===== src/hw/mips_pkg.sv =====
package mips_pkg;

  //////////////////////////////
  // Basic widths
  //////////////////////////////

  typedef logic [31:0] word_t;
  typedef logic [4:0]  reg_addr_t;
  typedef logic [3:0]  alu_op_t;
  typedef logic [5:0]  opcode_t;
  typedef logic [5:0]  funct_t;

  // Word index into instruction or data memory
  typedef logic [5:0]  mem_addr_t;

  localparam int mem_depth = 64;

  //////////////////////////////
  // Opcodes and function fields
  //////////////////////////////

  localparam opcode_t op_rtype = 6'd0;
  localparam opcode_t op_lw    = 6'd35;
  localparam opcode_t op_sw    = 6'd43;

  localparam funct_t fn_add = 6'h20;
  localparam funct_t fn_sub = 6'h22;
  localparam funct_t fn_and = 6'h24;
  localparam funct_t fn_or  = 6'h25;
  localparam funct_t fn_nor = 6'h27;
  localparam funct_t fn_slt = 6'h2a;

  // ALU control codes
  localparam alu_op_t alu_and = 4'd0;
  localparam alu_op_t alu_or  = 4'd1;
  localparam alu_op_t alu_add = 4'd2;
  localparam alu_op_t alu_sub = 4'd6;
  localparam alu_op_t alu_slt = 4'd7;
  localparam alu_op_t alu_nor = 4'd12;

  // Instruction word seen as R format or I format
  typedef union packed {
    struct packed {
      opcode_t   op;
      reg_addr_t rs;
      reg_addr_t rt;
      reg_addr_t rd;
      logic [4:0] shamt;
      funct_t    funct;
    } r;
    struct packed {
      opcode_t     op;
      reg_addr_t   rs;
      reg_addr_t   rt;
      logic [15:0] imm;
    } i;
  } instr_t;

endpackage


===== src/hw/fetch_stage.sv =====
`timescale 1ns/1ps

module fetch_stage (
  input  logic                clk,
  input  logic                clr,
  input  logic                run,
  input  logic                load_we,
  input  logic                load_sel,
  input  mips_pkg::mem_addr_t load_addr,
  input  mips_pkg::word_t     load_data,
  output mips_pkg::word_t     pc,
  output mips_pkg::instr_t    d_inst
);

  mips_pkg::word_t     imem [mips_pkg::mem_depth];
  mips_pkg::mem_addr_t fetch_idx;
  mips_pkg::word_t     fetch_word;

  //////////////////////////////
  // Program counter
  //////////////////////////////

  // Holds while loading, steps one word per cycle while running
  always_ff @(posedge clk or negedge clr) begin
    if (!clr) begin
      pc <= '0;
    end else if (run) begin
      pc <= pc + 32'd4;
    end
  end

  //////////////////////////////
  // Instruction memory
  //////////////////////////////

  // Load port owns the memory only while the core is stopped
  always_ff @(posedge clk) begin
    if (!run && load_we && !load_sel) begin
      imem[load_addr] <= load_data;
    end
  end

  // Word address from pc bits 7 to 2
  assign fetch_idx  = pc[7:2];
  assign fetch_word = imem[fetch_idx];

  //////////////////////////////
  // Fetch/decode register
  //////////////////////////////

  // All zeros is a no-op, so a stopped core feeds bubbles
  always_ff @(posedge clk or negedge clr) begin
    if (!clr) begin
      d_inst <= '0;
    end else if (run) begin
      d_inst <= fetch_word;
    end else begin
      d_inst <= '0;
    end
  end

endmodule


===== config.mk =====
export PLATFORM = sky130hd
export DESIGN_NAME = fetch_stage
export DESIGN_NICKNAME = d
export VERILOG_FILES = /design/src/hw/mips_pkg.sv /design/src/hw/fetch_stage.sv
export SDC_FILE = /design/constraint.sdc
export NUM_CORES = 2
export LEC_CHECK = 0
export BUFFER_PORTS_ARGS = -buffer_cell sky130_fd_sc_hd__buf_2
export CELL_PAD_IN_SITES_DETAIL_PLACEMENT = 0
export CELL_PAD_IN_SITES_GLOBAL_PLACEMENT = 1
export CORE_AREA = 3 3 405 407
export DETAILED_ROUTE_END_ITERATION = 10
export DIE_AREA = 0 0 408 410
export PLACE_DENSITY_LB_ADDON = 0.25
export SYNTH_ARGS = -nofsm -noshare
export SYNTH_HDL_FRONTEND = slang
export SYNTH_SLANG_ARGS = --single-unit

===== constraint.sdc =====
create_clock -name clk -period 2.45 [get_ports clk]
set_clock_uncertainty 0.15 [all_clocks]
set_input_delay 0.1225 -clock clk [delete_from_list [all_inputs] [get_ports clk]]
set_output_delay 0.1225 -clock clk [all_outputs]
set_load 0.01 [all_outputs]

Yosys cells after proc, flatten, opt, wreduce, memory -nomap -nowiden
Memories as Yosys holds them, arrays and structs flattened.
Index checks and enable logic that the tools add are counted.
{"block": "totals", "regBits": 64, "ram_bits": 2048, "in_bits": 43, "output_inout_bits": 64, "word_cells": 11, "memories": 1}
{"name": "imem", "words": 64, "width": 32, "rd": 1, "rd_ports_with_merged_regs": 0, "wr": 1, "line_no": "fetch_stage.sv:15", "rtl": "mips_pkg::word_t imem [mips_pkg::mem_depth];"}
{"block": "op_classes", "add_sub_neg": 1, "muxes": 3, "reduce_logical": 4}
{"cell": "$add 32x3->32 const B", "count": 1}
{"cell": "$mux 32", "count": 1}
{"cell": "$logic_and 1x1->1", "count": 2}
{"cell": "$logic_not 1->1", "count": 2}
{"cell": "$mux 1", "count": 2}

Logic depth before layout (Yosys ltp)
{"block": "depth", "depth_word": 5, "ltp_mapped": 9, "ltp_nobuf": 6}

Least setup slack after synthesis
OpenSTA, ideal clock, no wires.
{"block": "synth_timing", "path_kind": "input to register", "startpoint": "in run", "endpoint": "mem imem[59][0] (netlist bit) (enable)", "arrival_ns": 2.494, "slack_ns": -0.615, "path_stages": 4, "n_path_buf": 1, "path_cell_list": "buf_2 > nor4b_1 > nand3_1 > nor2_1"}
{"block": "synth_via", "elab_chain_cells": 5}
{"item": "start: declaration", "line_no": "fetch_stage.sv:6", "rtl": "input logic run,"}
{"item": "$logic_not 1->1", "line_no": "fetch_stage.sv:38", "rtl": "if (!run && load_we && !load_sel) begin"}
{"item": "$logic_and 1x1->1 (2 in series)", "line_no": "fetch_stage.sv:38"}
{"item": "$mux 1", "line_no": "fetch_stage.sv:38"}
{"item": "$mux 1 (not written as such)", "line_no": "fetch_stage.sv:39", "rtl": "imem[load_addr] <= load_data;"}
{"item": "end: declaration", "line_no": "fetch_stage.sv:15"}
Every way passes these cells.

Worst setup path after layout
{"block": "layout_timing", "startpoint": "reg pc[2]", "endpoint": "reg d_inst[29] (netlist bit)"}
{"block": "layout_via", "elab_chain_cells": 2}
{"item": "start: declaration", "line_no": "fetch_stage.sv:11", "rtl": "output mips_pkg::word_t pc,"}
{"item": "start signal: assignment", "line_no": "fetch_stage.sv:28", "rtl": "pc <= pc + 32'd4;"}
{"item": "$mem_v2 64x32"}
{"item": "$mux 32", "line_no": "fetch_stage.sv:55", "rtl": "end else if (run) begin"}
{"item": "end signal: assignment", "line_no": "fetch_stage.sv:56", "rtl": "d_inst <= fetch_word;"}
{"item": "end: declaration", "line_no": "fetch_stage.sv:12", "rtl": "output mips_pkg::instr_t d_inst"}
Every way passes these cells.
A chain may end at the register's enable or synchronous reset.

==> metrics.csv <==
stage;metric;value;unit
floorplanning;area of the core;161000;um^2
outcome;outcome;complete, but fails checks;
floorplanning;Die Area;167000;um^2
synth;#FFs+latches synth;2110;
hold_path;HP Start;load_sel;
route;Pre-antenna DRT Iters;7;
power_and_ir_drop;Cell Pwr Density;1050;nW/um^2
clock_network;worst skew pair latency;860;ps
place;# port buffers;104;
sta;measured slew at the worst slew-check pin;1210;ps
critical_path;CP startpoint kind;flop;
grt;Remaining Overflow, GRT;0;
clock_network;clock transition time at the flip-flop clock pins of the worst setup and hold paths;60;ps
synth;Most used DFF post-synth;edfxtp_1;
clock_network;clock sink count;2110;
critical_path;CP arrival;3200;ps
synth;Avg Inst Size Synth;23.0;um^2
finish;layout cell share with drive strength beyond 1;38.1;%
finish;Area Overhead vs Synth;21.8;%
sta;Final Critical Period;2630;ps
outcome;failing checks;negative setup slack;
floorplanning;IO Pins;107;
clock_network;CTS tree;yes;
sta;RSZ-0062 raised after global routing;yes;
grt;Global Route Usage Sum;24.3;%
route;Vias;39400;
route;WL/cell;30.9;um
clock_network;H-tree levels;4;
floorplanning;# rows;147;
route;Via density;6.03;
route;drt total wl;202000;um
grt;pin count of the biggest net entering global routing;65;
grt;vias in the first global route;40300;
synth;Syn Inst Count;3495;
place;Placement Cell Area;88700;um^2
critical_path;crit-path max FO;8;
synth;ys async rst share;2.94;%
clock_network;root buffer cell;clkbuf_16;
grt;first-pass GRT wire length;291000;um
sta;max-slew violation count;0;
route;Routed Antenna Nets;0;
critical_path;CP Capture Type;flop;
critical_path;Crit Reg-Reg Startpoint;pc[2]$_DFFE_PN0P_;
sta;count of final setup violators;33;
sta;Worst Slack Setup Final;-176;ps
clock_network;clk buf depth;3;
sta;final number of hold-violating endpoints;0;
critical_path;crit path from;pc[2]$_DFFE_PN0P_;
finish;design area;97900;um^2
place;GPL Wtd Cong;0.775;
synth;number of synthesized flops with an enable pin;2048;
flow_run;max_cap viols;0;
route;detailed-route DRC error count;0;
power_and_ir_drop;Final Total Pwr;102;mW
route;DRT iter0 DRCs;4788;
grt;antenna violations before repair;15;
critical_path;CP Class;flop to flop;
power_and_ir_drop;peak supply drop;0.000755;V
synth;library cells used by synthesis;47;
floorplanning;Die Width;408;um
power_and_ir_drop;P_leak;31.9;nW
synth;Ys Warns;0;
sta;max_slew headroom;19.3;%
synth;post-synthesis sequential area ratio;78.5;%
finish;Final nets;4238;
clock_network;TritonCTS Buffers;205;
place;pre-CTS setup slack;-444;ps
floorplanning;Starting Density;50.0;%
synth;Post-Syn Area;80300;um^2
sta;part of the cycle the worst path needs;107;%
place;DP HPWL;120000;um
sta;Max Clk Rate;381;MHz
floorplanning;Die Y-Extent;410;um
hold_path;Tightest Hold Check Type;primary input to flop;
critical_path;worst endpoint required time;3030;ps
## final timing paths
check / slack [ps] / cells past startpoint / end
max: -180 / 8 / d_inst[29]$_DFF_PN0_
min: 30 / 6 / imem[59][21]$_DFFE_PP_
max reg2reg: -180 / 8 / d_inst[29]$_DFF_PN0_
min reg2reg: 310 / 1 / pc[31]$_DFFE_PN0P_
max in group asynchronous: 1350 / 4 / d_inst[0]$_DFF_PN0_
min in group asynchronous: 410 / 4 / pc[15]$_DFFE_PN0P_
## synth_stat cells, drive strengths merged, types with 2 or more instances
cell type	count	area share (%)
or3b	3	0.033
or3	3	0.030
buf	107	0.95
or2	2	0.016
nand2b	19	0.15
a21o	2	0.019
xnor2	18	0.20
clkbuf	83	0.39
mux4	526	15
a221oi	32	0.35
nor4	2	0.034
o22ai	49	0.38
nand2	70	0.33
nand3	26	0.17
nor2	140	0.65
a211oi	18	0.17
nor2b	4	0.031
and2	3	0.023
inv	2	0.0093
nand3b	4	0.037
a22oi	18	0.17
o21ai	62	0.39
and3	2	0.016
nor3	3	0.019
a21oi	14	0.087
nand4	7	0.055
mux2i	132	1.6
xor2	11	0.12
dfrtp	62	1.9
edfxtp	2048	77
mux2	16	0.22
## stage by stage
stage | cells | util (%) | hold WS [ps] | setup TNS [ps]
3_3_place_gp | 6016 | 55.2 | 70.5 | -8940
3_5_place_dp | 6016 | 55.2 | 62.7 | -9190
5_1_grt | 6528 | 60.9 | 15.8 | -5220
6_report | 6531 | 60.9 | 33.5 | -3250
4_1_cts | 6482 | 60.4 | 31.3 | -4510
2_1_floorplan | 3496 | - | -323 | -335170
## flip-flops by register name, indices dropped and copies added, names as in the netlist
register / count
pc: 30
d_inst: 32
imem: 2048
## worst max-delay path, cell delays in order, from the launching register on
cell,delay (ps)
dfrtp_4,440
buf_12,180
buf_16,170
buf_4,160
buf_12,130
mux4_2,510
mux4_2,510
nand2b_4,150
nand3_1,90
## logic make-up after synthesis
family / Yosys count / share of synthesized area [%]
flip-flops: 2110 / 78.5
multiplexers: 674 / 16.6
AND/OR/NAND/NOR: 292 / 1.64
AO/OA/AOI/OAI: 196 / 1.57
buffers and inverters: 192 / 1.35
XOR/XNOR: 29 / 0.316
adder cells (fa/ha/maj): 1 / 0.0156
other: 1 / 0.00467
## report_power, final
group	internal [mW]	total [mW]	switching, mW
Combinational	16.3	31.3	15.0
Clock	17.1	30.7	13.6
Sequential	39.9	40.4	0.466
## timing repair
action,CTS,global route
hold buffers,44,0
resized for setup,147,86
hold endpoints to repair,3614,0
endpoints found under the setup margin,38,67
cloned,9,13
setup buffers,35,38
pin swaps,18,15
## per-layer routing
metal / GRT usage (%) / share of wire, %
met1: 35.1 / 41
met2: 38.8 / 49
met3: 4.64 / 8.3
met4: 6.13 / 2.1
met5: 0 / 0.010
## placed cells by master, fill, tap and decap left out, types with 38 or more instances in the layout
cell type	synthesis	layout
nand2_1	70	60
mux4_2	526	526
buf_2	39	101
edfxtp_1	2048	2048
nor2_1	140	70
dlygate4sd3_1	0	42
clkbuf_16	0	217
nor2_4	0	64
clkinv_2	0	43
clkbuf_1	83	47
o22ai_1	49	38
buf_4	40	283
dfrtp_1	62	58
mux2i_1	132	100
buf_12	0	194
## layout make-up
class                   instances  area [um^2]
flip-flops and latches       2110        63100
repair buffers                681         8120
well taps                    2160         2700
clock inverters               116         1110
clock buffers                 264         5470
multi-input cells            1194        17400
fillers                     10900        62700
diodes                          4         10.0
inverters                       2         7.51
Note: power is estimated with default switching activity, not from simulation.
