File: config.mk
export PLATFORM = sky130hd
export DESIGN_NAME = execute_stage
export DESIGN_NICKNAME = d
export VERILOG_FILES = /design/src/hw/mips_pkg.sv /design/src/hw/execute_stage.sv
export SDC_FILE = /design/constraint.sdc
export NUM_CORES = 1
export LEC_CHECK = 0
export ABC_AREA = 1
export BUFFER_PORTS_ARGS = -buffer_cell sky130_fd_sc_hd__buf_2
export CAP_MARGIN = 30
export CORE_MARGIN = 1
export CORE_UTILIZATION = 30
export DETAILED_ROUTE_END_ITERATION = 12
export HOLD_SLACK_MARGIN = 0.02
export SLEW_MARGIN = 20
export SYNTH_ARGS = -nofsm -noshare
export SYNTH_HDL_FRONTEND = slang
export SYNTH_SLANG_ARGS = --single-unit
File: constraint.sdc
create_clock -name clk -period 1.1 [get_ports clk]
set_clock_uncertainty 0.05 [all_clocks]
set_input_delay 0.22 -clock clk [delete_from_list [all_inputs] [get_ports clk]]
set_output_delay 0.22 -clock clk [all_outputs]
set_load 0.1 [all_outputs]
File: src/hw/mips_pkg.sv
package mips_pkg;

  //////////////////////////////
  // Basic widths
  //////////////////////////////

  typedef logic [31:0] word_t;
  typedef logic [4:0]  reg_addr_t;
  typedef logic [3:0]  alu_op_t;
  typedef logic [5:0]  opcode_t;
  typedef logic [5:0]  funct_t;

  // Word index into instruction or data memory
  typedef logic [5:0]  mem_addr_t;

  localparam int mem_depth = 64;

  //////////////////////////////
  // Opcodes and function fields
  //////////////////////////////

  localparam opcode_t op_rtype = 6'd0;
  localparam opcode_t op_lw    = 6'd35;
  localparam opcode_t op_sw    = 6'd43;

  localparam funct_t fn_add = 6'h20;
  localparam funct_t fn_sub = 6'h22;
  localparam funct_t fn_and = 6'h24;
  localparam funct_t fn_or  = 6'h25;
  localparam funct_t fn_nor = 6'h27;
  localparam funct_t fn_slt = 6'h2a;

  // ALU control codes
  localparam alu_op_t alu_and = 4'd0;
  localparam alu_op_t alu_or  = 4'd1;
  localparam alu_op_t alu_add = 4'd2;
  localparam alu_op_t alu_sub = 4'd6;
  localparam alu_op_t alu_slt = 4'd7;
  localparam alu_op_t alu_nor = 4'd12;

  // Instruction word seen as R format or I format
  typedef union packed {
    struct packed {
      opcode_t   op;
      reg_addr_t rs;
      reg_addr_t rt;
      reg_addr_t rd;
      logic [4:0] shamt;
      funct_t    funct;
    } r;
    struct packed {
      opcode_t     op;
      reg_addr_t   rs;
      reg_addr_t   rt;
      logic [15:0] imm;
    } i;
  } instr_t;

endpackage

File: src/hw/execute_stage.sv
`timescale 1ns/1ps

module execute_stage (
  input  logic                clk,
  input  logic                clr,
  input  logic                e_wreg,
  input  logic                e_m2reg,
  input  logic                e_wmem,
  input  logic                e_aluimm,
  input  mips_pkg::alu_op_t   e_aluc,
  input  mips_pkg::reg_addr_t e_dest,
  input  mips_pkg::word_t     e_qa,
  input  mips_pkg::word_t     e_qb,
  input  mips_pkg::word_t     e_imm,
  output logic                m_wreg,
  output logic                m_m2reg,
  output logic                m_wmem,
  output mips_pkg::reg_addr_t m_dest,
  output mips_pkg::word_t     m_result,
  output mips_pkg::word_t     m_qb
);

  mips_pkg::word_t opb;
  mips_pkg::word_t alu_out;

  // Second operand is the offset for lw and sw
  assign opb = e_aluimm ? e_imm : e_qb;

  //////////////////////////////
  // ALU
  //////////////////////////////

  always_comb begin
    case (e_aluc)
      mips_pkg::alu_and: alu_out = e_qa & opb;
      mips_pkg::alu_or:  alu_out = e_qa | opb;
      mips_pkg::alu_add: alu_out = e_qa + opb;
      mips_pkg::alu_sub: alu_out = e_qa - opb;
      // Signed compare
      mips_pkg::alu_slt: alu_out = ($signed(e_qa) < $signed(opb)) ? 32'd1 : 32'd0;
      mips_pkg::alu_nor: alu_out = ~(e_qa | opb);
      default:           alu_out = '0;
    endcase
  end

  //////////////////////////////
  // Execute/memory register
  //////////////////////////////

  always_ff @(posedge clk or negedge clr) begin
    if (!clr) begin
      m_wreg  <= 1'b0;
      m_m2reg <= 1'b0;
      m_wmem  <= 1'b0;
      m_dest  <= '0;
    end else begin
      m_wreg  <= e_wreg;
      m_m2reg <= e_m2reg;
      m_wmem  <= e_wmem;
      m_dest  <= e_dest;
    end
  end

  always_ff @(posedge clk) begin
    m_result <= alu_out;
    m_qb     <= e_qb;
  end

endmodule

; ---- After elaboration in Yosys (flattened, before gate mapping)
; Cells that the tools add are included.
[word_totals]
output_inout_bits = 72
inputBits = 111
regBits = 72
word_cells = 21
[classes]
reduce_logical = 1
add_sub_neg = 2
eq_ne = 5
n_lt_le_gt_ge = 1
n_mux = 3
n_bitwise = 3
[op_table]
columns = op, n
row1 = $pmux 32 s6, 1
row2 = $add 32x32->32, 1
row3 = $and 32x32->32, 1
row4 = $lt 32x32->1, 1
row5 = $mux 32, 1
row6 = $not 32->32, 1
row7 = $or 32x32->32, 1
row8 = $sub 32x32->32, 1
row9 = $eq 4x3->1 const B, 2
row10 = $eq 4x1->1 const B, 1
row11 = $eq 4x2->1 const B, 1
row12 = $eq 4x4->1 const B, 1
row13 = $logic_not 4->1, 1
row14 = $mux 1, 1

; ---- Depth between registers and ports, before layout
[logic_depth]
ltp_word = 4
mapped_depth = 20
ltp_nobuf = 19

; ---- Worst setup path before layout
; OpenSTA, ideal clock, no wires.
[synth_timing]
kind = input to register
from = input e_aluimm
to = register m_result[0]
required_time_ps = 937
arrival_ps = 2413
cell_stages = 19
setup_slack_ps = -1476
setup_time_ps = 113
path_buffers = 2
path_cell_list = clkbuf_1 > clkbuf_1 > nand2_1 > o21ai_0 > inv_1 > ha_1 > fa_1 > nor2_1 > nand2_1 > nand3_2 > nand2_1 > nand2_2 > nand2_1 > nand2_1 > nand2_1 > nand2_1 > nand2_1 > nand3_1 > nand2_1
[synth_via]
elab_chain_len = 4
word_cells_on_any_way = 9
classes_between = add/sub (2) / order compare (1) / mux (3) / bitwise (3)
[synth_rtl]
columns = element, line_no
row1 = start: declaration, execute_stage.sv:9  ; input logic e_aluimm,
row2 = $mux 32 *, execute_stage.sv:27  ; assign opb = e_aluimm ? e_imm : e_qb;
row3 = $lt 32x32->1 / $or 32x32->32 (equally long branches), "execute_stage.sv:40, execute_stage.sv:36, execute_stage.sv:41"
row4 = $mux 1 / $not 32->32 (equally long branches), "execute_stage.sv:40, execute_stage.sv:41"
row5 = $pmux 32 s6 *, execute_stage.sv:34  ; case (e_aluc)
row6 = named net alu_out[0], execute_stage.sv:24  ; mips_pkg::word_t alu_out;
row7 = end signal: assignment, execute_stage.sv:65  ; m_result <= alu_out;
row8 = end: declaration, execute_stage.sv:19  ; output mips_pkg::word_t m_result,
; The timed path passes the listed nets; every way through them passes the cells marked *.

; ---- Worst setup path in the final report
[layout_timing]
from = input e_aluimm
to = register m_result[12]
[layout_via]
elab_chain_len = 4
word_cells_on_any_way = 7
classes_between = add/sub (2) / mux (2) / bitwise (3)
[layout_rtl]
columns = element, line_no
row1 = $mux 32 *, execute_stage.sv:27
row2 = "parallel branches: the longest is 2 deep, another holds $sub 32x32->32", --
row3 = $pmux 32 s6 *, execute_stage.sv:34
row4 = named net alu_out[12], execute_stage.sv:24
; Mark *: on every way through the listed nets, which the timed path passes.

==> flow_metrics.tcl <==
set metrics [dict create \
    status "finished, violations left" \
    violations "negative setup slack" \
    cts_buffers 9 \
    wl_met3_um 2250 \
    powerDensity_mw_per_mm2 1000 \
    num_vias 10900 \
    worstHoldPathType "input port to register" \
    seq_area_frac_synth 0.176 \
    wirelength_um 36800 \
    cp.required_ps 1260 \
    num-fill-cells 2533 \
    clock_sinks 72 \
    grt_pass1_vias 10600 \
    clock-root-buffer "clkbuf_16" \
    cp_common_cell "nand2_4" \
    synthTopCellsByCount "444 x nand2_1, 316 x inv_1, 128 x nor2_1" \
    slowest_stage "fa_2" \
    wl_met2_um 16900 \
    synth_top_family_by_area "simple AND/OR/NAND/NOR gates" \
    maxCapViolCount 0 \
    cp_max_fo 7 \
    hold_ws_ps 99.7 \
    row_count 60 \
    grt_overflow_total 0 \
    synth_nets 1671 \
    remaining_drc_errors 0 \
    layout_min_cycle_time_ps 2070 \
    slew_headroom 0.657 \
    cp.arrival_ps 2240 \
    timing.final.ws_setup_ps -975 \
    wl_met1_um 16800 \
    wl_per_cell_um 16.0 \
    cts.path.max_buffers 2 \
    ys_types 40 \
    nNetsFinal 2131 \
    path_class "input port to register" \
    synth_top_cell_by_area "nand2_1" \
    finalSetupViolations 104 \
    synth_edf_count 0 \
    hpwl_um 28400 \
    grt_usage 0.251 \
    io_pins 183 \
    fp.dieW_um 169 \
    n_antenna_cell 0 \
    crit_chain "buf_16 -> buf_12 -> buf_8 -> nand2_4 -> o21ai_4 -> buf_6 -> fa_2 -> inv_2 -> nand2_4 -> nand2_4 -> and2_4 -> nand2_4 -> nand3_4 -> xor2_1 -> o211ai_1" \
    ys_ff_latch 72 \
    area_delta_synth_final_pct 84.5 \
    synth_compound_area_frac 0.117 \
    synthMuxAreaShare 0 \
    rsz0062_at_grt "yes" \
    portBuffers 182 \
    die_h_um 169 \
    max_freq_ghz 0.482 \
    synth_top_area_share 0.198 \
    synth_flop_cell "dfxtp_1" \
    end_kind "register" \
    crit_path_max_incr_delay_ps 400 \
    fin_crit_sh 1.89 \
    async_flop_share 0.111 \
    whs_endpoint "m_qb[8]" \
    synth_simple_gate_area_frac 0.370 \
    cts_tree "built" \
    worstSetupStartpointType "input port" \
    maxUsedRoutingLayer "met4" \
    synthTopCellsByArea "nand2_1 20%, ha_1 15%, dfxtp_1 15%" \
    p_total_mw 15.6 \
    gp_congestion 0.925 \
    synth_fa_ha_area_frac 0.158 \
    min_from "e_qb[8]" \
    min_path_cells 2 \
    synth.avg_cell_area_sq_um 5.78 \
    start_util 0.309 \
    htree_num_levels 3 \
    synthCells 1455 \
    final_hold_viol_count 0 \
    worst_slew_pin_slew_ps 514 \
    yosysMostFrequentCell "nand2_1" \
    antenna_found_initial 0 \
    synth_xor_area_frac 0.00624 \
    grt_pass1_wl_um 55500 \
    core-area_sq_mm 0.0273 \
    dieArea_sq_mm 0.0287 \
    via_per_inst 4.75 \
    ant_nets 0 \
    p_leak_nw 8.16 \
    drv_slew 0 \
    detail_route.iter0.violations 703 \
    path_clk_slew_ps 70 \
    drive_gt1_frac 0.466 \
    grt_start_max_net_pins 15 \
    syn-cell-area_sq_mm 0.00842 \
    peakVddDrop_mv 0.795 \
    first_pass_iters 7 \
    synth_warnings 0 \
]
final cells by class:
type	instances	area (sq um)	share of cell area
tap	372	465	0.0300
timing repair buffer	485	4710	0.303
clock buffer	9	225	0.0145
multi-input combinational	1015	7190	0.463
sequential	72	1580	0.102
clock inverter	7	95.1	0.00612
inverter	332	1260	0.0813
logic make-up (layout without fill, tap and decap cells):
| kind of cell | Yosys count | in the layout |
|---|---|---|
| buffers and inverters | 368 | 833 |
| AOI/OAI and AO/OA | 162 | 162 |
| xor gates and xnor gates | 6 | 6 |
| DFF | 72 | 72 |
| and+or+nand+nor | 742 | 742 |
| adders and majority gates | 105 | 105 |
power by group:
| part | internal [mW] | switching (mW) |
|---|---|---|
| Sequential | 2.84 | 0.162 |
| Clock | 2.00 | 1.49 |
| Combinational | 3.74 | 5.37 |
| Total | 8.58 | 7.02 |
how the worst max path moves through the flow:
stage,start,endpoint,cells after the start
3_5_place_dp,e_aluimm,m_result[26],13
6_report,e_aluimm,m_result[12],15
4_1_cts,e_aluimm,m_result[12],15
3_3_place_gp,e_aluimm,m_result[25],15
5_1_grt,e_aluimm,m_result[12],15
2_1_floorplan,e_aluimm,m_result[22],20
metrics by stage:
step / std cells / setup slack (ps) / utilization / area [sq um] / TNS [ps]
global route: 2292 / -1030 / 0.570 / 15500 / -33820
CTS: 2277 / -911 / 0.534 / 14600 / -29000
finish: 2292 / -975 / 0.570 / 15500 / -29590
detailed placement: 2198 / -1510 / 0.471 / 12800 / -44680
floorplan: 1455 / -1090 / - / 8860 / -29760
global placement: 2198 / -1510 / 0.471 / 12800 / -43980
cell usage in the layout (no fill, tap or decap), types with 18 or more instances in the layout:
cell / count
a21oi_1: 24
a21oi_2: 25
a221oi_1: 29
buf_12: 80
buf_2: 109
buf_4: 226
buf_6: 19
dfxtp_2: 61
dlygate4sd3_1: 40
ha_1: 64
ha_4: 31
inv_1: 288
inv_2: 36
nand2_1: 332
nand2_2: 89
nand2_4: 32
nand3_1: 82
nand3_2: 28
nor2_1: 95
nor2_2: 31
o21ai_0: 18
o21ai_4: 18
worst max-delay path: cells and delay by family:
kind / cells / cell delay, ps
adders and majority gates: 1 / 400
AOI/OAI and AO/OA: 2 / 410
and+or+nand+nor: 6 / 520
xor gates and xnor gates: 1 / 70
buffers and inverters: 5 / 600
repair_timing:
item | in CTS | in global routing
endpoints found under the setup margin | 104 | 104
pin swaps | 53 | 62
resized for setup | 194 | 210
hold buffers | 40 | 0
setup buffers | 22 | 17
endpoints found under the hold margin | 47 | 0
gates cloned | 3 | 2
per-layer routing:
layer,vias to the layer above,global-route usage
met2,368,0.412
li1,5383,-
met3,56,0.0292
met1,5081,0.346
met4,0,0.0705
met5,-,0
flip-flops by register name, summed over array words and instances, names as in the netlist:
name      count
m_wmem        1
m_m2reg       1
m_result     32
m_qb         32
m_wreg        1
m_dest        5
Note: power is estimated with default switching activity, not from simulation.
