<file path="config.mk">
export PLATFORM = sky130hd
export DESIGN_NAME = decode_stage
export DESIGN_NICKNAME = d
export VERILOG_FILES = /design/src/hw/mips_pkg.sv /design/src/hw/decode_stage.sv
export SDC_FILE = /design/constraint.sdc
export NUM_CORES = 1
export LEC_CHECK = 0
export BUFFER_PORTS_ARGS = -buffer_cell sky130_fd_sc_hd__buf_2
export CORE_UTILIZATION = 45
export DETAILED_ROUTE_END_ITERATION = 8
export GPL_ROUTABILITY_DRIVEN = 0
export HOLD_SLACK_MARGIN = 0.1
export PLACE_DENSITY = 0.65
export SLEW_MARGIN = 20
export SYNTH_ARGS = -nofsm -noshare
export SYNTH_HDL_FRONTEND = slang
export SYNTH_SLANG_ARGS = --single-unit
</file>
<file path="constraint.sdc">
create_clock -name clk -period 2.1 [get_ports clk]
set_clock_uncertainty 0.15 [all_clocks]
set_input_delay 0.42 -clock clk [delete_from_list [all_inputs] [get_ports clk]]
set_output_delay 0.42 -clock clk [all_outputs]
set_load 0.01 [all_outputs]
</file>
<file path="src/hw/mips_pkg.sv">
package mips_pkg;

  //////////////////////////////
  // Basic widths
  //////////////////////////////

  typedef logic [31:0] word_t;
  typedef logic [4:0]  reg_addr_t;
  typedef logic [3:0]  alu_op_t;
  typedef logic [5:0]  opcode_t;
  typedef logic [5:0]  funct_t;

  // Word index into instruction or data memory
  typedef logic [5:0]  mem_addr_t;

  localparam int mem_depth = 64;

  //////////////////////////////
  // Opcodes and function fields
  //////////////////////////////

  localparam opcode_t op_rtype = 6'd0;
  localparam opcode_t op_lw    = 6'd35;
  localparam opcode_t op_sw    = 6'd43;

  localparam funct_t fn_add = 6'h20;
  localparam funct_t fn_sub = 6'h22;
  localparam funct_t fn_and = 6'h24;
  localparam funct_t fn_or  = 6'h25;
  localparam funct_t fn_nor = 6'h27;
  localparam funct_t fn_slt = 6'h2a;

  // ALU control codes
  localparam alu_op_t alu_and = 4'd0;
  localparam alu_op_t alu_or  = 4'd1;
  localparam alu_op_t alu_add = 4'd2;
  localparam alu_op_t alu_sub = 4'd6;
  localparam alu_op_t alu_slt = 4'd7;
  localparam alu_op_t alu_nor = 4'd12;

  // Instruction word seen as R format or I format
  typedef union packed {
    struct packed {
      opcode_t   op;
      reg_addr_t rs;
      reg_addr_t rt;
      reg_addr_t rd;
      logic [4:0] shamt;
      funct_t    funct;
    } r;
    struct packed {
      opcode_t     op;
      reg_addr_t   rs;
      reg_addr_t   rt;
      logic [15:0] imm;
    } i;
  } instr_t;

endpackage

</file>
<file path="src/hw/decode_stage.sv">
`timescale 1ns/1ps

module decode_stage (
  input  logic                clk,
  input  logic                clr,
  input  mips_pkg::instr_t    d_inst,
  input  logic                wb_we,
  input  mips_pkg::reg_addr_t wb_dest,
  input  mips_pkg::word_t     wb_data,
  output logic                e_wreg,
  output logic                e_m2reg,
  output logic                e_wmem,
  output logic                e_aluimm,
  output mips_pkg::alu_op_t   e_aluc,
  output mips_pkg::reg_addr_t e_dest,
  output mips_pkg::word_t     e_qa,
  output mips_pkg::word_t     e_qb,
  output mips_pkg::word_t     e_imm
);

  logic                wreg;
  logic                m2reg;
  logic                wmem;
  logic                aluimm;
  mips_pkg::alu_op_t   aluc;
  mips_pkg::reg_addr_t dest;
  mips_pkg::word_t     imm32;
  mips_pkg::word_t     qa;
  mips_pkg::word_t     qb;
  mips_pkg::word_t     regs [32];

  //////////////////////////////
  // Control decode
  //////////////////////////////

  always_comb begin
    // Bubble unless the word is recognised
    wreg   = 1'b0;
    m2reg  = 1'b0;
    wmem   = 1'b0;
    aluimm = 1'b0;
    aluc   = mips_pkg::alu_add;
    dest   = '0;
    case (d_inst.r.op)
      mips_pkg::op_rtype: begin
        dest = d_inst.r.rd;
        wreg = 1'b1;
        case (d_inst.r.funct)
          mips_pkg::fn_add: aluc = mips_pkg::alu_add;
          mips_pkg::fn_sub: aluc = mips_pkg::alu_sub;
          mips_pkg::fn_and: aluc = mips_pkg::alu_and;
          mips_pkg::fn_or:  aluc = mips_pkg::alu_or;
          mips_pkg::fn_slt: aluc = mips_pkg::alu_slt;
          mips_pkg::fn_nor: aluc = mips_pkg::alu_nor;
          default: begin
            // Unknown function or the all-zero word
            wreg = 1'b0;
            dest = '0;
          end
        endcase
      end
      mips_pkg::op_lw: begin
        wreg   = 1'b1;
        m2reg  = 1'b1;
        aluimm = 1'b1;
        dest   = d_inst.i.rt;
      end
      mips_pkg::op_sw: begin
        wmem   = 1'b1;
        aluimm = 1'b1;
      end
      default: ;
    endcase
  end

  // Sign-extended offset
  assign imm32 = {{16{d_inst.i.imm[15]}}, d_inst.i.imm};

  //////////////////////////////
  // Register file
  //////////////////////////////

  // r0 reads as zero and a same-cycle write passes straight through
  function automatic mips_pkg::word_t rf_read(
    input mips_pkg::reg_addr_t addr,
    input mips_pkg::word_t     stored,
    input logic                we,
    input mips_pkg::reg_addr_t wd,
    input mips_pkg::word_t     wdata
  );
    if (addr == '0) begin
      return '0;
    end else if (we && wd == addr) begin
      return wdata;
    end
    return stored;
  endfunction

  assign qa = rf_read(d_inst.r.rs, regs[d_inst.r.rs], wb_we, wb_dest, wb_data);
  assign qb = rf_read(d_inst.r.rt, regs[d_inst.r.rt], wb_we, wb_dest, wb_data);

  always_ff @(posedge clk) begin
    if (wb_we && wb_dest != '0) begin
      regs[wb_dest] <= wb_data;
    end
  end

  //////////////////////////////
  // Decode/execute register
  //////////////////////////////

  always_ff @(posedge clk or negedge clr) begin
    if (!clr) begin
      e_wreg   <= 1'b0;
      e_m2reg  <= 1'b0;
      e_wmem   <= 1'b0;
      e_aluimm <= 1'b0;
      e_aluc   <= mips_pkg::alu_add;
      e_dest   <= '0;
    end else begin
      e_wreg   <= wreg;
      e_m2reg  <= m2reg;
      e_wmem   <= wmem;
      e_aluimm <= aluimm;
      e_aluc   <= aluc;
      e_dest   <= dest;
    end
  end

  // Operands
  always_ff @(posedge clk) begin
    e_qa  <= qa;
    e_qb  <= qb;
    e_imm <= imm32;
  end

endmodule

</file>
[Yosys cells after proc, flatten, opt, wreduce, memory -nomap -nowiden]
Memory sizes are Yosys's and may differ from the RTL's.
Index checks and enable logic that the tools add are counted.
W data, S select, Z words.
Storage, ports and cells
  register bits after elaboration: 93
  RAM bits: 1024
  output and inout port bits: 109
  word-level logic and storage cells: 50
  memories: 1
Memory list
  regs: words 32, width 32, rd ports 2, clocked after memory_dff 0, wr ports 1, line decode_stage.sv:30  | mips_pkg::word_t regs [32];
Cells by class
  eq/ne operators: 10
  muxes and demuxes: 21
  reduce and logical (&&, ||, !) cells: 9
Operators with widths (number)
  $mux W32: 6
  $eq A6 B6 Y1 const B: 8
  $pmux W4 S5: 1
  $eq A5 B5 Y1: 2
  $logic_not A5 Y1: 2
  $mux W1: 10
  $pmux W5 S2: 1
  $logic_not A6 Y1: 1
  $reduce_or A6 Y1: 1
  $mux W5: 1
  $reduce_bool A5 Y1: 1
  $mux W4: 1
  $logic_and A1 B1 Y1: 3
  $pmux W1 S2: 1
  $reduce_or A2 Y1: 1

[Depth between registers and ports, before layout]
Gate-level depths: netlist (run 1).
  depth after elaboration: 5
  gate-level depth with buffers: 9
  mapped depth without buffers: 5

[Least setup slack after synthesis (run 1)]
No wires, ideal clock.
  kind: input port to flip-flop
  from: in wb_dest[3]
  to: mem regs[25][0] (netlist name) (enable)
  setup time: 421 ps
  data arrival time: 2362 ps
  required time: 1529 ps
  slack: -833 ps
  cell stages on the path: 4
  buffers on the path: 1
  cells stage by stage: clkbuf_1 nor2b_1 nand3_1 nor2_1
Between the ends
  word-level cells in the longest chain between the ends: 4
Ends and longest elaborated chain
  from (decl): line decode_stage.sv:8  | input mips_pkg::reg_addr_t wb_dest,
  $reduce_bool A5 Y1: line decode_stage.sv:103  | if (wb_we && wb_dest != '0) begin
  $logic_and A1 B1 Y1: line decode_stage.sv:103
  $mux W1: line decode_stage.sv:103
  $mux W1 (implied by the code): line decode_stage.sv:104  | regs[wb_dest] <= wb_data;
  to (decl): line decode_stage.sv:30
Several ways; a longest one is shown, not always the timed one.

[Worst setup path in the final report (run 1)]
  from: reg e_qa[28]
  to: out e_qa[28]
RTL lines
  from (decl): line decode_stage.sv:16  | output mips_pkg::word_t e_qa,
  from (signal assigned): line decode_stage.sv:132  | e_qa <= qa;
No word-level cell between the ends.

==> reports/metrics.csv, run 1 <==
metric,value,unit
number of synthesized flops with an enable pin,1024,
Arrival @ worst endpoint,1.55,ns
Hold Path Depth,5,
final setup vio count,1,
Peak VDD IR,792,uV
Seq cells post-synth,1117,
I/O pin cnt,181,
# nets final,3432,
core footprint,111000,sq um
Yosys top cell by area,edfxtp_1,
Die Span X,338,microns
slowest CP cell,dfxtp_1,
Least-Margin Pin Slew,1.22,ns
Hold WC Path Type,in -> reg,
post-DP HPWL,112000,microns
Crit Path Category,reg -> out,
P_sw,0.0119,W
1st-pass router iterations,6,
reg2reg end,e_qa[9]$_DFF_P_,
die area,114000,sq um
"slowest stage delay, CP",0.61,ns
CTS tree,done,
final slew viol count,0,
failing checks,negative setup slack,
Syn Inst Count,2763,
Worst Setup SP,e_qa[28]$_DFF_P_,
Post-Place Worst Slack,-0.595,ns
maxcap violations,0,
status,"finished, violations left",
clock share of power,40.0,%
Worst setup EP type,output pin,
Leak Pwr,21.5,nW
Gate power share,10.2,%
Via-to-Cell Ratio,6.66,
Seq pwr share,49.7,%
Setup WS post-layout,-0.0200,ns
"Min Clock Period, post-route",2.12,ns
Finished Core Util,56.0,%
gr ovfl total,0,
largest cells by area after synthesis,"edfxtp_1 (60%), mux4_2 (18%), mux2i_1 (5.6%)",
Global Route Usage Sum,29.5,%
initial antenna violation count,11,
most frequently used flop master after synthesis,edfxtp_1,
largest net degree at the start of global routing,45,
FF-to-FF Start,regs[7][9]$_DFFE_PP_,
CP bufs+invs,1,
vias in the first global route,33400,
PD cells,809,nW/um^2
Clock Pin Slew Worst Setup and Hold Paths,0.06,ns
worst skew pair latency,0.74,ns
fin crit share,101,%
initial DRC count,4431,
setup_tns,-0.0200,ns
Residual DRC,0,
per-cell routed wire length,34.4,microns
Slew HR,18.2,%
Inst Count DP,4672,
post-synthesis async set-or-reset flop share,1.16,%
first-pass GRT wire length,240000,microns
cell-internal power,0.0385,W
via count,32900,
Ys Warns,0,
Critical path destination,e_qa[28],
CP top delay family,flip-flops,
post-synthesis sequential area ratio,64.3,%
CTS root buffer,clkbuf_16,
"Distinct cells, synth",56,
clock buffer count from CTS,112,
clk buf depth,3,
starting density of the core,45.7,%
Reg2Reg Depth,5,
Clock Sinks,1117,
final wirelength,170000,microns
Detail Route Antenna Nets,0,
IO Port Bufs,180,
chip height,338,microns
min-delay src,d_inst[30],
Mapped Area,50800,sq um
R2R Setup Slk,0.02,ns
Clock H-tree levels,3,
max frequency,472,MHz
synthesis-to-finish area growth,22.6,%
share of layout cells above drive strength 1,37.6,%
share of the synthesized area in the top cell type,60.5,%
syn_area_per_cell,18.4,sq um
crit path cell chain,buf_2,
row cnt,122,
Switching Share,23.6,%
Overall Power,0.0504,W
Final Non-Filler Cells,4948,
CP required,1.53,ns
most frequent cells in the layout,"edfxtp_1 (1024), mux4_2 (411), buf_4 (304), mux2i_1 (286), buf_2 (174)",
Critical Path Start Type,flip-flop,
crit path max fanout,1,
"Hold Vio Cnt, Final",0,
"commonest non-fill, non-tap cell in the layout",edfxtp_1,
Crit path depth,1,
sequential cells by signal, summed over array words and instances, names as in the netlist:
name and cells:
regs 1024, e_qa 32, e_qb 32, e_imm 16
e_dest 5, e_aluc 4, e_aluimm 1, e_m2reg 1
e_wmem 1, e_wreg 1
final cells by class:
class,instances,area [sq um]
Antenna cell,3,7.51
Fill cell,8392,49000
Clock buffer,147,2970
Tap cell,1488,1860
Timing Repair Buffer,694,6860
Multi-Input combinational cell,1431,17200
Clock inverter,64,697
Inverter,4,17.5
Sequential cell,1117,32700
metal layers:
| metal | track usage [%] | share of wire (%) | vias up |
|---|---|---|---|
| met5 | 0 | 0.046 | - |
| met4 | 14.1 | 5.1 | 12 |
| met3 | 6.59 | 12 | 500 |
| met2 | 45.6 | 46 | 2485 |
| met1 | 39.7 | 37 | 17000 |
| li1 | - | - | 12900 |
cell families (layout without fill, tap and decap cells):
logic type,count (synthesis),count (layout),share of synthesized area (%)
AOI/OAI and AO/OA,419,419,6.04
xor gates and xnor gates,10,10,0.172
buffers and inverters,246,909,2.78
DFF,1117,1117,64.3
muxes,718,718,24.3
other,1,35,0.00738
and+or+nand+nor,252,252,2.42
cell usage after synthesis (2+ instances only):
cell type and n:
o32ai_1 8, nor3b_1 23, o31ai_1 8, a211oi_1 16
a32o_1 32, o22ai_1 40, or2_2 4, nand4_1 3
a221oi_1 44, buf_4 37, nor2_1 46, buf_6 33
a221o_1 13, a21o_1 13, nand2b_1 4, mux2i_1 286
edfxtp_1 1024, a41oi_1 24, o211ai_1 5, a31oi_1 14
a41o_1 8, a22o_1 16, xor2_1 2, dfxtp_1 80
mux2_2 21, nor3_1 30, o21ai_1 20, inv_1 3
and3_1 3, nor4b_1 2, buf_2 81, and2_1 4
or3_1 9, buf_1 9, xnor2_1 8, clkbuf_1 81
dfrtp_1 12, nor2b_1 19, a21oi_1 26, a22oi_1 54
o21ai_0 63, a2111oi_0 13, nand2_1 89, mux4_2 411
nand3_1 11
worst min-delay path by stage:
stage | to | slack [ns]
2_1_floorplan | e_aluc[0]$_DFF_PN0_ | -0.03
3_3_place_gp | e_aluimm$_DFF_PN0_ | 0.16
3_5_place_dp | e_dest[2]$_DFF_PN0_ | 0.16
5_1_grt | e_imm[7]$_DFF_P_ | 0.17
4_1_cts | e_dest[3]$_DFF_PN0_ | 0.13
6_report | e_dest[3]$_DFF_PN0_ | 0.18
per-stage QoR:
step	hold WS, ns	area [sq um]
2_1_floorplan	-0.0256	51100
5_1_grt	0.166	62300
3_5_place_dp	0.165	58000
4_1_cts	0.125	62200
3_3_place_gp	0.159	58000
6_report	0.181	62300
timing repair:
action / 4_1_cts / 5_1_grt
endpoints found under the hold margin: 989 / 0
buffers inserted: 0 / 3
hold buffers: 59 / 0
setup endpoints to repair: 0 / 35
resized for setup: 0 / 14
tightest hold or removal path: stages:
cell     delay (ns)
buf_2          0.08
nor2_1         0.05
nand4_1        0.10
nor2_1         0.12
a22o_1         0.25
power groups by stage:
stage / combinational [W] / clock [W] / sequential, W
2_1_floorplan: 0.00258 / 0 / 0.0255
3_3_place_gp: 0.00489 / 0 / 0.0255
3_5_place_dp: 0.00498 / 0 / 0.0255
4_1_cts: 0.00509 / 0.0204 / 0.0251
5_1_grt: 0.00538 / 0.0211 / 0.0251
6_report: 0.00516 / 0.0202 / 0.0251
(Power assumes the default switching activity.)
==> run 2: changes to the inputs <==
- BUFFER_PORTS_ARGS: -buffer_cell sky130_fd_sc_hd__buf_2 -> -buffer_cell sky130_fd_sc_hd__buf_4
==> run 2 against run 1 <==
Compared with the run above: the flow now finishes without violations; count of clock-buffer cells in the layout down 5; global-route usage is 0.12 points lower; sequential share of layout area shrank 0.19 points; register-to-register slack about the same; worst hold slack improved by 0.0060 ns; sequential power hardly changed; non-clock buffer count fell by 50; clock power up 5%; first-iteration DRC count rose by 1.7%; worst setup slack better by 0.050 ns; via count is 0.34% lower; design area up 0.36%; critical path type is now reg -> reg; highest routed layer unchanged.
==> reports/metrics.csv, run 2 (synthesis gave the netlist of run 1 again) <==
metric,value,unit,change
status,"finished, final reports clean",,
PD cells,824,nW/um^2,+1.8%
"Hold Vio Cnt, Final",0,,unchanged
initial DRC count,4508,,+1.7%
P_sw,0.0121,W,+1.3%
vias in the first global route,33300,,-0.18%
largest net degree at the start of global routing,35,,-22%
Detail Route Antenna Nets,0,,unchanged
setup repair bufs after CTS,0,,unchanged
Setup WS post-layout,0.0296,ns,+0.0496 ns
Leak Pwr,21.4,nW,-0.14%
max reg flops,1024,,unchanged
Top reg by flops,regs,,
Inst Count DP,4625,,-1.0%
Seq pwr share,48.7,%,-1.0 points
Global Route Usage Sum,29.4,%,-0.12 points
chip height,338,microns,unchanged
1st-pass router iterations,6,,unchanged
end of the worst hold path,e_dest[3]$_DFF_PN0_,,
max frequency,483,MHz,+2.4%
CTS tree,done,,
Clock Sinks,1117,,unchanged
Peak VDD IR,791,uV,-0.12%
CP required,2.56,ns,+1.03 ns
CTS root buffer,clkbuf_16,,
Reg2Reg Depth,5,,unchanged
Final Non-Filler Cells,4909,,-0.79%
# nets final,3385,,-1.4%
clock share of power,41.1,%,+1.1 points
initial antenna violation count,7,,-4
Crit Path Category,reg -> reg,,
via count,32800,,-0.34%
synthesis-to-finish area growth,23.0,%,
register area,32700,sq um,unchanged
fin crit share,98.6,%,-2.4 points
I/O pin cnt,181,,unchanged
final setup vio count,0,,-1
share of layout cells above drive strength 1,36.9,%,-0.74 points
RSZ-0062 raised after global routing,false,,
reg2reg end,e_qa[15]$_DFF_P_,,
R2R Setup Slk,0.03,ns,about the same
die area,114000,sq um,unchanged
Clock Pin Slew Worst Setup and Hold Paths,0.06,ns,about the same
worst skew pair latency,0.72,ns,-0.02 ns
Overall Power,0.0516,W,+2.2%
Worst setup EP type,flip-flop,,
min-delay src,d_inst[30],,
Arrival @ worst endpoint,2.53,ns,+0.98 ns
Via-to-Cell Ratio,6.69,,+0.45%
per-cell routed wire length,34.7,microns,+0.64%
final wirelength,170000,microns,-0.15%
FF-to-FF Start,regs[13][15]$_DFFE_PP_,,
post-DP HPWL,110000,microns,-1.6%
Clock H-tree levels,3,,unchanged
cell-internal power,0.0395,W,+2.5%
Post-Place Worst Slack,-0.579,ns,+0.0157 ns
clock buffer count from CTS,115,,+2.7%
starting density of the core,45.7,%,unchanged
"commonest non-fill, non-tap cell in the layout",edfxtp_1,,
row cnt,122,,unchanged
Die Span X,338,microns,unchanged
"Min Clock Period, post-route",2.07,ns,-0.0496 ns
fillers,8274,,-1.4%
crit path max fanout,3,,+2
maxcap violations,0,,unchanged
Finished Core Util,56.2,%,+0.20 points
Critical Path Start Type,flip-flop,,
top flop regs,"regs: 1024 flops, e_qa: 32 flops, e_qb: 32 flops",,
Slew HR,45.6,%,+27 points
final slew viol count,0,,unchanged
Residual DRC,0,,unchanged
Switching Share,23.4,%,-0.21 points
most frequent cells in the layout,"edfxtp_1 (1024), buf_4 (434), mux4_2 (411), mux2i_1 (286), buf_12 (145)",,
Gate power share,10.1,%,about the same
multi-input logic area,17200,sq um,-0.30%
first-pass GRT wire length,240000,microns,about the same
hold slack,0.187,ns,+0.00601 ns
core footprint,111000,sq um,unchanged
Hold Path Depth,5,,unchanged
gr ovfl total,0,,unchanged
Hold WC Path Type,in -> reg,,
IO Port Bufs,180,,unchanged
Least-Margin Pin Slew,0.796,ns,-0.428 ns
clk buf depth,3,,unchanged
Worst Setup SP,regs[13][15]$_DFFE_PP_,,
==> run 2: worst max path at each step <==
| stage | to | slack, ns |
|---|---|---|
| after global routing | e_qa[19]$_DFF_P_ | 0.003 |
| after CTS | e_qa[19] | 0.004 |
| after detailed placement | e_qb[25]$_DFF_P_ | -0.58 |
| final | e_qa[15]$_DFF_P_ | 0.03 |
| after global placement | e_qb[25]$_DFF_P_ | -0.64 |
| after floorplan | regs[12][0]$_DFFE_PP_ | -0.32 |
==> run 2: final cells by class <==
cell class	count	share of cell area [%]
repair buffers	644	11.0
clock buffers	142	4.96
diodes	6	0.0240
clock inverters	77	1.35
multi-input cells	1431	27.5
inverters	4	0.0280
well taps	1488	2.98
flip-flops and latches	1117	52.2
==> run 2: repair_timing <==
action                                   CTS  global route
cloned                                     0             0
hold endpoints to repair                1126             0
hold buffers                              59             0
resized for setup                          1             4
endpoints found under the setup margin    17             9
==> run 2: power by group through the flow <==
stage | registers [W] | clock network, W | logic (W)
2_1_floorplan | 0.0255 | 0 | 0.00258
3_3_place_gp | 0.0255 | 0 | 0.00497
3_5_place_dp | 0.0256 | 0 | 0.00507
4_1_cts | 0.0251 | 0.0214 | 0.00519
5_1_grt | 0.0251 | 0.0222 | 0.00545
6_report | 0.0251 | 0.0212 | 0.00523
==> run 2: critical path, stage by stage (launching register included) <==
cell	delay [ns]
edfxtp_1	0.43
mux4_2	0.50
mux2_2	0.31
a31oi_1	0.28
a2111oi_0	0.11
a21o_1	0.19
==> run 2: through the flow <==
stage / setup TNS (ns) / instance area (sq um)
2_1_floorplan: -259.16 / 51100
3_3_place_gp: -32.43 / 58000
3_5_place_dp: -32.02 / 58000
4_1_cts: 0 / 62500
5_1_grt: 0 / 62500
6_report: 0 / 62600
==> run 2: routing by layer <==
layer  wire [microns]  GRT usage (%)  part of all wire [%]
met1            64000           40.4                    38
met2            78900           45.4                    46
met3            19100           5.79                    11
met4             8090           13.1                   4.8
met5               11              0                0.0065
